File: config.mk
export PLATFORM = sky130hd
export DESIGN_NAME = vlsu_top
export DESIGN_NICKNAME = d
export VERILOG_FILES = /design/src/design/vlsu_pkg.sv /design/src/design/vlsu_elem_seq.sv /design/src/design/vlsu_mem_port.sv /design/src/design/vlsu_req_stage.sv /design/src/design/vlsu_top.sv
export VERILOG_INCLUDE_DIRS = /design/src /design/src/design
export SDC_FILE = /design/constraint.sdc
export NUM_CORES = 1
export LEC_CHECK = 0
export CORE_MARGIN = 2
export CORE_UTILIZATION = 52
export DETAILED_ROUTE_END_ITERATION = 8
export DONT_BUFFER_PORTS = 1
export PLACE_DENSITY = 0.68
export SLEW_MARGIN = 20
export SYNTH_ARGS = -nofsm -noshare
export SYNTH_HDL_FRONTEND = slang
export SYNTH_SLANG_ARGS = --single-unit
File: constraint.sdc
create_clock -name clk_i -period 11.8 [get_ports clk_i]
set_clock_uncertainty 0.15 [all_clocks]
set_input_delay 2.36 -clock clk_i [delete_from_list [all_inputs] [get_ports clk_i]]
set_output_delay 2.36 -clock clk_i [all_outputs]
set_load 0.01 [all_outputs]
File: src/design/vlsu_defs.svh
/*
 * Vector load/store unit size definitions
 * Data, register file and identifier widths shared by package and RTL
 */

`ifndef VLSU_DEFS_SVH
`define VLSU_DEFS_SVH

// One data word on the bus and in the register file
`define VLSU_ELEN     32
`define VLSU_ELENB    4

// Bytes per vector register, also the largest transfer of one instruction
`define VLSU_VLENB    32
`define VLSU_NR_VREGS 32

// Register number in the upper bits, word within the register below
`define VLSU_VRF_AW   8
`define VLSU_ID_W     3

`endif

File: src/design/vlsu_pkg.sv
/*
 * Vector load/store unit types
 * Opcodes, element widths and the structs passed between the stages
 */

`default_nettype none

`include "vlsu_defs.svh"

package vlsu_pkg;

  typedef logic [`VLSU_ELEN-1:0]                     word_t;
  typedef logic [`VLSU_ELENB-1:0]                    be_t;
  typedef logic [$clog2(`VLSU_ELENB)-1:0]            lane_t;
  typedef logic [`VLSU_ELEN-$clog2(`VLSU_ELENB)-1:0] word_adr_t;
  typedef logic [`VLSU_ID_W-1:0]                     id_t;
  typedef logic [$clog2(`VLSU_NR_VREGS)-1:0]         vreg_t;
  // Element count, one extra bit so a full register of bytes fits
  typedef logic [$clog2(`VLSU_VLENB):0]              vl_t;
  typedef logic [`VLSU_VRF_AW-1:0]                   vrf_addr_t;

  typedef enum logic [1:0] {VLE, VSE, VLSE, VSSE} vlsu_op_e;
  typedef enum logic [1:0] {EW_8, EW_16, EW_32} vsew_e;

  typedef struct packed {
    id_t      id;
    vlsu_op_e op;
    vsew_e    vsew;
    vreg_t    vd;
    vl_t      vl;
    word_t    rs1;
    word_t    rs2;
  } vlsu_req_t;

  typedef struct packed {
    id_t   id;
    vreg_t vd;
  } vlsu_rsp_t;

  // One element transfer between memory and register file
  typedef struct packed {
    word_adr_t mem_adr;
    lane_t     mem_lane;
    vrf_addr_t vrf_addr;
    lane_t     vrf_lane;
    vsew_e     vsew;
    logic      is_load;
    logic      last;
  } elem_cmd_t;

  typedef struct packed {
    word_t adr;
    word_t dat;
    be_t   sel;
    logic  we;
  } wb_req_t;

  typedef struct packed {
    vrf_addr_t addr;
    word_t     data;
    be_t       be;
  } vrf_wr_t;

endpackage

`default_nettype wire

File: src/design/vlsu_elem_seq.sv
/*
 * Element sequencer of the vector load/store unit
 * Walks the elements of the active instruction and builds one command each
 */

`timescale 1ns/1ps
`default_nettype none

`include "vlsu_defs.svh"

module vlsu_elem_seq (
  input  logic                clk_i,
  input  logic                arst_n_i,
  input  vlsu_pkg::vlsu_req_t req_i,
  input  logic                start_i,
  output vlsu_pkg::elem_cmd_t cmd_o,
  output logic                cmd_valid_o,
  input  logic                cmd_ready_i
);
  import vlsu_pkg::*;

  localparam int unsigned lane_w     = $clog2(`VLSU_ELENB);
  localparam int unsigned byte_pos_w = $clog2(`VLSU_VLENB);

  vl_t                   idx_q;
  logic                  fire;
  logic                  strided;
  word_t                 elem_bytes;
  word_t                 stride;
  word_t                 mem_addr;
  logic [byte_pos_w-1:0] byte_pos;

  ////////////////////
  // Element counter
  ////////////////////

  // The counter still holds the old index during the start cycle
  assign cmd_valid_o = !start_i && (idx_q < req_i.vl);
  assign fire        = cmd_valid_o && cmd_ready_i;

  always_ff @(posedge clk_i or negedge arst_n_i) begin
    if (!arst_n_i) begin
      idx_q <= '0;
    end else if (start_i) begin
      idx_q <= '0;
    end else if (fire) begin
      idx_q <= idx_q + vl_t'(1);
    end
  end

  ////////////////////
  // Address generation
  ////////////////////

  assign strided    = (req_i.op == VLSE) || (req_i.op == VSSE);
  assign elem_bytes = word_t'(1) << req_i.vsew;
  // Unit stride steps by the element size, strided ops by rs2 in bytes
  assign stride     = strided ? req_i.rs2 : elem_bytes;
  assign mem_addr   = req_i.rs1 + word_t'(idx_q) * stride;

  // Elements are packed from byte 0 of register vd upwards
  assign byte_pos = byte_pos_w'(idx_q << req_i.vsew);

  always_comb begin
    cmd_o.mem_adr  = mem_addr[`VLSU_ELEN-1:lane_w];
    cmd_o.mem_lane = mem_addr[lane_w-1:0];
    cmd_o.vrf_addr = {req_i.vd, byte_pos[byte_pos_w-1:lane_w]};
    cmd_o.vrf_lane = byte_pos[lane_w-1:0];
    cmd_o.vsew     = req_i.vsew;
    cmd_o.is_load  = (req_i.op == VLE) || (req_i.op == VLSE);
    cmd_o.last     = (idx_q + vl_t'(1)) == req_i.vl;
  end

endmodule

`default_nettype wire

File: src/design/vlsu_mem_port.sv
/*
 * Memory port of the vector load/store unit
 * Moves one element at a time between the register file and Wishbone
 */

`timescale 1ns/1ps
`default_nettype none

`include "vlsu_defs.svh"

module vlsu_mem_port (
  input  logic                clk_i,
  input  logic                arst_n_i,
  input  vlsu_pkg::elem_cmd_t cmd_i,
  input  logic                cmd_valid_i,
  output logic                cmd_ready_o,
  output logic                done_o,
  output vlsu_pkg::vrf_wr_t   vrf_wr_o,
  output logic                vrf_we_o,
  output vlsu_pkg::vrf_addr_t vrf_raddr_o,
  output logic                vrf_re_o,
  input  vlsu_pkg::word_t     vrf_rdata_i,
  output vlsu_pkg::wb_req_t   wb_o,
  output logic                wb_cyc_o,
  output logic                wb_stb_o,
  input  vlsu_pkg::word_t     wb_dat_i,
  input  logic                wb_ack_i
);
  import vlsu_pkg::*;

  typedef enum logic [1:0] {IDLE, VRF_READ, BUS, VRF_WRITE} state_e;

  state_e    state_q;
  state_e    state_d;
  elem_cmd_t cmd_q;
  word_t     wdat_q;
  word_t     ld_q;
  logic      rd_pend_q;
  logic      bus_done;
  lane_t     ld_shift;
  lane_t     st_shift;
  word_t     st_data;

  // Byte mask of one element before it is moved to its lane
  function automatic be_t elem_mask(vsew_e ew);
    case (ew)
      EW_8:    elem_mask = be_t'(4'b0001);
      EW_16:   elem_mask = be_t'(4'b0011);
      default: elem_mask = '1;
    endcase
  endfunction

  function automatic word_t rotl_bytes(word_t data, lane_t amount);
    logic [2*`VLSU_ELEN-1:0] dbl;
    dbl = {data, data} << (8 * amount);
    return dbl[2*`VLSU_ELEN-1 -: `VLSU_ELEN];
  endfunction

  ////////////////////
  // Control FSM
  ////////////////////

  always_comb begin
    state_d = state_q;
    case (state_q)
      IDLE: begin
        if (cmd_valid_i) begin
          state_d = cmd_i.is_load ? BUS : VRF_READ;
        end
      end
      VRF_READ:  state_d = BUS;
      BUS: begin
        if (wb_ack_i) begin
          state_d = cmd_q.is_load ? VRF_WRITE : IDLE;
        end
      end
      VRF_WRITE: state_d = IDLE;
      default:   state_d = IDLE;
    endcase
  end

  always_ff @(posedge clk_i or negedge arst_n_i) begin
    if (!arst_n_i) begin
      state_q   <= IDLE;
      rd_pend_q <= 1'b0;
    end else begin
      state_q   <= state_d;
      // Read data arrives in the first bus cycle of a store
      rd_pend_q <= (state_q == VRF_READ);
    end
  end

  ////////////////////
  // Data path
  ////////////////////

  assign bus_done = (state_q == BUS) && wb_ack_i;
  assign ld_shift = cmd_q.vrf_lane - cmd_q.mem_lane;
  assign st_shift = cmd_q.mem_lane - cmd_q.vrf_lane;
  assign st_data  = rotl_bytes(vrf_rdata_i, st_shift);

  always_ff @(posedge clk_i) begin
    if (cmd_ready_o && cmd_valid_i) begin
      cmd_q <= cmd_i;
    end
    if (rd_pend_q) begin
      wdat_q <= st_data;
    end
    if (bus_done && cmd_q.is_load) begin
      ld_q <= rotl_bytes(wb_dat_i, ld_shift);
    end
  end

  assign cmd_ready_o = (state_q == IDLE);
  assign vrf_re_o    = (state_q == VRF_READ);
  assign vrf_raddr_o = cmd_q.vrf_addr;
  assign vrf_we_o    = (state_q == VRF_WRITE);
  assign vrf_wr_o    = '{addr: cmd_q.vrf_addr,
                         data: ld_q,
                         be:   elem_mask(cmd_q.vsew) << cmd_q.vrf_lane};

  // Store data bypasses the capture register in the first bus cycle
  assign wb_o     = '{adr: {cmd_q.mem_adr, lane_t'(0)},
                      dat: rd_pend_q ? st_data : wdat_q,
                      sel: elem_mask(cmd_q.vsew) << cmd_q.mem_lane,
                      we:  !cmd_q.is_load};
  assign wb_cyc_o = (state_q == BUS);
  assign wb_stb_o = (state_q == BUS);

  assign done_o = cmd_q.last && (vrf_we_o || (bus_done && !cmd_q.is_load));

endmodule

`default_nettype wire

File: src/design/vlsu_req_stage.sv
/*
 * Request stage of the vector load/store unit
 * Accepts one instruction, holds it while busy and returns the response
 */

`timescale 1ns/1ps
`default_nettype none

module vlsu_req_stage (
  input  logic                clk_i,
  input  logic                arst_n_i,
  input  vlsu_pkg::vlsu_req_t req_i,
  input  logic                req_valid_i,
  output logic                req_ready_o,
  input  logic                done_i,
  output vlsu_pkg::vlsu_req_t active_req_o,
  output logic                start_o,
  output vlsu_pkg::vlsu_rsp_t rsp_o,
  output logic                rsp_valid_o
);
  import vlsu_pkg::*;

  vlsu_req_t active_q;
  vlsu_rsp_t rsp_q;
  logic      init_q;
  logic      busy_q;
  logic      start_q;
  logic      rsp_valid_q;
  logic      accept;

  // Not ready until the first clock after reset
  assign req_ready_o = init_q && !busy_q;
  assign accept      = req_valid_i && req_ready_o;

  always_ff @(posedge clk_i or negedge arst_n_i) begin
    if (!arst_n_i) begin
      init_q      <= 1'b0;
      busy_q      <= 1'b0;
      start_q     <= 1'b0;
      rsp_valid_q <= 1'b0;
      active_q    <= '0;
    end else begin
      init_q      <= 1'b1;
      start_q     <= accept;
      rsp_valid_q <= done_i;
      if (accept) begin
        active_q <= req_i;
        // Empty instructions never become busy
        busy_q   <= (req_i.vl != '0);
      end else if (done_i) begin
        busy_q <= 1'b0;
      end
    end
  end

  always_ff @(posedge clk_i) begin
    if (done_i) begin
      rsp_q <= '{id: active_q.id, vd: active_q.vd};
    end
  end

  assign active_req_o = active_q;
  assign start_o      = start_q;
  assign rsp_o        = rsp_q;
  assign rsp_valid_o  = rsp_valid_q;

endmodule

`default_nettype wire

File: src/design/vlsu_top.sv
/*
 * Vector load/store unit top level
 * Request stage, element sequencer and memory port in a chain
 */

`timescale 1ns/1ps
`default_nettype none

module vlsu_top (
  input  logic                clk_i,
  input  logic                arst_n_i,
  // Controller
  input  vlsu_pkg::vlsu_req_t req_i,
  input  logic                req_valid_i,
  output logic                req_ready_o,
  output vlsu_pkg::vlsu_rsp_t rsp_o,
  output logic                rsp_valid_o,
  // Register file
  output vlsu_pkg::vrf_wr_t   vrf_wr_o,
  output logic                vrf_we_o,
  output vlsu_pkg::vrf_addr_t vrf_raddr_o,
  output logic                vrf_re_o,
  input  vlsu_pkg::word_t     vrf_rdata_i,
  // Wishbone master
  output vlsu_pkg::wb_req_t   wb_o,
  output logic                wb_cyc_o,
  output logic                wb_stb_o,
  input  vlsu_pkg::word_t     wb_dat_i,
  input  logic                wb_ack_i
);
  import vlsu_pkg::*;

  vlsu_req_t active_req;
  elem_cmd_t cmd;
  logic      start;
  logic      done;
  logic      cmd_valid;
  logic      cmd_ready;

  vlsu_req_stage u_req_stage (
    .clk_i       (clk_i),
    .arst_n_i    (arst_n_i),
    .req_i       (req_i),
    .req_valid_i (req_valid_i),
    .req_ready_o (req_ready_o),
    .done_i      (done),
    .active_req_o(active_req),
    .start_o     (start),
    .rsp_o       (rsp_o),
    .rsp_valid_o (rsp_valid_o)
  );

  vlsu_elem_seq u_elem_seq (
    .clk_i      (clk_i),
    .arst_n_i   (arst_n_i),
    .req_i      (active_req),
    .start_i    (start),
    .cmd_o      (cmd),
    .cmd_valid_o(cmd_valid),
    .cmd_ready_i(cmd_ready)
  );

  vlsu_mem_port u_mem_port (
    .clk_i      (clk_i),
    .arst_n_i   (arst_n_i),
    .cmd_i      (cmd),
    .cmd_valid_i(cmd_valid),
    .cmd_ready_o(cmd_ready),
    .done_o     (done),
    .vrf_wr_o   (vrf_wr_o),
    .vrf_we_o   (vrf_we_o),
    .vrf_raddr_o(vrf_raddr_o),
    .vrf_re_o   (vrf_re_o),
    .vrf_rdata_i(vrf_rdata_i),
    .wb_o       (wb_o),
    .wb_cyc_o   (wb_cyc_o),
    .wb_stb_o   (wb_stb_o),
    .wb_dat_i   (wb_dat_i),
    .wb_ack_i   (wb_ack_i)
  );

endmodule

`default_nettype wire

==> results.py <==
metrics = {
    "synthesis": {
        "synth_top_area_share_pct": 17.3,
        "yosysWarnings": 0,
        "ys_ff_latch": 213,
        "synth_area_leaders": "fa_1, edfxtp_1, dfrtp_1, nand2_1, and3_1",
        "syn_inst": 1504,
        "yosys.cell_types.count": 66,
        "ys_top_cells_by_count": "nand2_1, inv_1, fa_1",
        "async_flop_share_pct": 44.6,
        "synth_ff_type": "dfrtp_1",
        "yosysMostFrequentCell": "nand2_1",
        "avgSynthCellArea_um2": 10.5,
        "synth_edf_count": 86,
        "synth_top_area_cell": "fa_1",
        "ys_seq_area_share_pct": 35.4,
        "syn_area_um2": 15800,
    },
    "cts": {
        "ctsHoldBuffers": 0,
        "clk_path_buf_depth": 3,
        "cts_root_buf": "clkbuf_16",
        "clk_pin_slew_ns": 0.06,
        "numCtsBuffers": 24,
        "cts_max_level": 1,
        "post_cts_resized": 0,
        "cts_tree": "built",
        "clk_latency_ns": 0.54,
        "clock_sinks": 213,
        "cts_setup_buffers": 0,
    },
    "layout": {
        "area_growth_pct": 4.62,
        "antennaDiodeCount": 0,
        "utilization_pct": 55.6,
        "drive_above_1_share_pct": 9.81,
        "nets": 1754,
    },
    "power": {
        "p_per_area_nw_per_um2": 295,
        "p_leak_nw": 8.10,
        "vdd_drop_max_mv": 0.222,
    },
    "sta": {
        "final.min_clock_period_ns": 6.56,
        "setup_viol": 0,
        "report.final.hold_viol_count": 0,
        "period_share_pct": 55.6,
        "maxSlewViolCount": 0,
        "tightest_slew_ns": 0.957,
        "max-slew-margin-rel_pct": 36.2,
        "finalSetupTns_ns": 0,
        "rsz0062_at_grt": "false",
        "fmax_mhz": 152,
    },
    "floorplanning": {
        "die-area_um2": 31800,
        "initial_core_util_pct": 53.1,
        "core-area_um2": 29800,
        "rows": 63,
        "dieWidth_um": 178,
        "fp.dieH_um": 178,
        "ios": 285,
    },
    "route": {
        "avgViaCountPerCell": 5.65,
        "vias": 10330,
        "post-route-drc-count": 0,
        "drtAntennaViolNets": 0,
        "drt-total-wl_um": 35200,
        "wire_per_inst_um": 19.3,
        "drt_iter0_drc": 805,
        "drt_pass1_iterations": 5,
    },
    "global_routing": {
        "grt_pass1_vias": 10384,
        "grt_pass1_wl_um": 55000,
        "grt.total_usage_pct": 21.9,
        "antenna_found_initial": 0,
        "grt_start_max_net_pins": 136,
        "grt-ovfl-total": 0,
    },
    "outcome": {
        "status": "finished clean",
    },
    "placed_design": {
        "place_congestion": 0.887,
        "io_buffers": 0,
        "dp_hpwl_um": 26100,
    },
    "flow_run": {
        "cap_violations": 0,
    },
    "critical_path": {
        "critPathCaptureType": "register",
        "crit_slowest_cell": "buf_4",
        "crit_required_ns": 11.92,
        "cpLargestDelayFamily": "adder cells",
        "worstPathArrival_ns": 6.68,
        "crit_path_start_kind": "register",
        "critical_path.cell_chain": "buf_4, nor2_1, a21oi_1, nor2b_1, fa_1, fa_1, fa_1, inv_1, fa_1, inv_1, ha_1, nand2_1, o211ai_1, a31oi_1, o21ai_0, a21boi_0, xnor2_1",
        "path_buf_inv": 3,
        "cpPeakStageDelay_ns": 0.79,
        "path_common_cell": "fa_1",
        "worstPathMaxFanout": 135,
        "crit_type": "reg -> reg",
    },
    "hold_path": {
        "hold_path.class": "reg -> reg",
    },
}
==> report_power, final <==
group | total, mW | switching [mW] | internal, mW
combinational | 2.55 | 1.45 | 1.10
clock | 0.734 | 0.301 | 0.433
sequential | 1.60 | 0.338 | 1.26
total | 4.88 | 2.09 | 2.79
==> logic make-up after synthesis <==
group,count (synthesis),share of synthesized area [%]
flops,213,35.4
buf+inv,298,8.36
other cells,2,0.0475
xor+xnor,47,2.65
compound gates,148,6.28
fa+ha+maj,185,21.1
simple gates,476,14.7
mux,135,11.4
==> path summary, 6_finish.rpt <==
check,start,to,slack (ns),cells past startpoint
max,u_req_stage.active_req_o[78],u_mem_port.wb_o[62],5.24,17
min,u_req_stage.active_req_o[79],u_req_stage.rsp_o[5],0.30,0
max reg2reg,u_req_stage.active_req_o[78],u_mem_port.wb_o[62],5.24,17
min reg2reg,u_req_stage.active_req_o[79],u_req_stage.rsp_o[5],0.30,0
max in group asynchronous,arst_n_i,u_req_stage.active_req_o[57],10.01,0
min in group asynchronous,arst_n_i,u_req_stage.active_req_o[22],1.36,0
==> state kept, by name, summed over array words and instances (netlist names) <==
| name | cells |
|---|---|
| u_req_stage.init_q | 1 |
| u_req_stage.rsp_valid_o | 1 |
| u_mem_port.state_q | 2 |
| u_elem_seq.idx_q | 6 |
| u_mem_port.cmd_q | 8 |
| u_mem_port.wb_o | 30 |
| u_mem_port.rd_pend_q | 1 |
| u_req_stage.busy_q | 1 |
| u_req_stage.start_o | 1 |
| u_mem_port.wdat_q | 32 |
| u_mem_port.ld_q | 32 |
| u_req_stage.rsp_o | 8 |
| u_mem_port.vrf_raddr_o | 8 |
| u_req_stage.active_req_o | 82 |
==> metal layers <==
layer,routed length [µm],vias up,GRT usage [%]
met2,17700,321,38.1
met1,14200,5132,27.7
met5,0,-,0
met3,2250,72,4.20
met4,1050,0,6.47
li1,-,4805,-
==> final cells by class <==
class                           count  area, µm²
Inverter                          172        648
Multi-Input combinational cell    994       8950
Clock inverter                      4       57.6
Timing Repair Buffer               14        105
Tap cell                          390        488
Sequential cell                   213       5600
Clock buffer                       40        712
Fill cell                        2581      13200
==> through the flow <==
| step | hold WS [ns] | power (mW) | cell area (µm²) | instances | setup WS [ns] |
|---|---|---|---|---|---|
| after floorplan | 0.275 | 3.69 | 15800 | 1505 | 6.19 |
| after global placement | 0.280 | 4.09 | 15800 | 1783 | 5.66 |
| after detailed placement | 0.299 | 4.18 | 15800 | 1783 | 5.37 |
| after CTS | 0.309 | 4.93 | 16600 | 1827 | 5.36 |
| after global routing | 0.320 | 5.28 | 16600 | 1827 | 4.88 |
| final | 0.299 | 4.88 | 16600 | 1827 | 5.24 |
==> cell usage in the layout, fill, tap and decap left out, drive strengths merged, types with 9 or more instances in the layout <==
master,n
a21o,20
a21oi,39
and2,14
and3,130
buf,14
clkbuf,40
dfrtp,95
dfxtp,32
edfxtp,86
fa,137
ha,48
inv,173
mux2,35
mux2i,67
mux4,33
nand2,227
nand3,26
nor2,29
nor2b,18
nor3,9
o21a,12
o21ai,42
xnor2,31
xor2,16
Note: power is estimated with default switching activity, not from simulation.
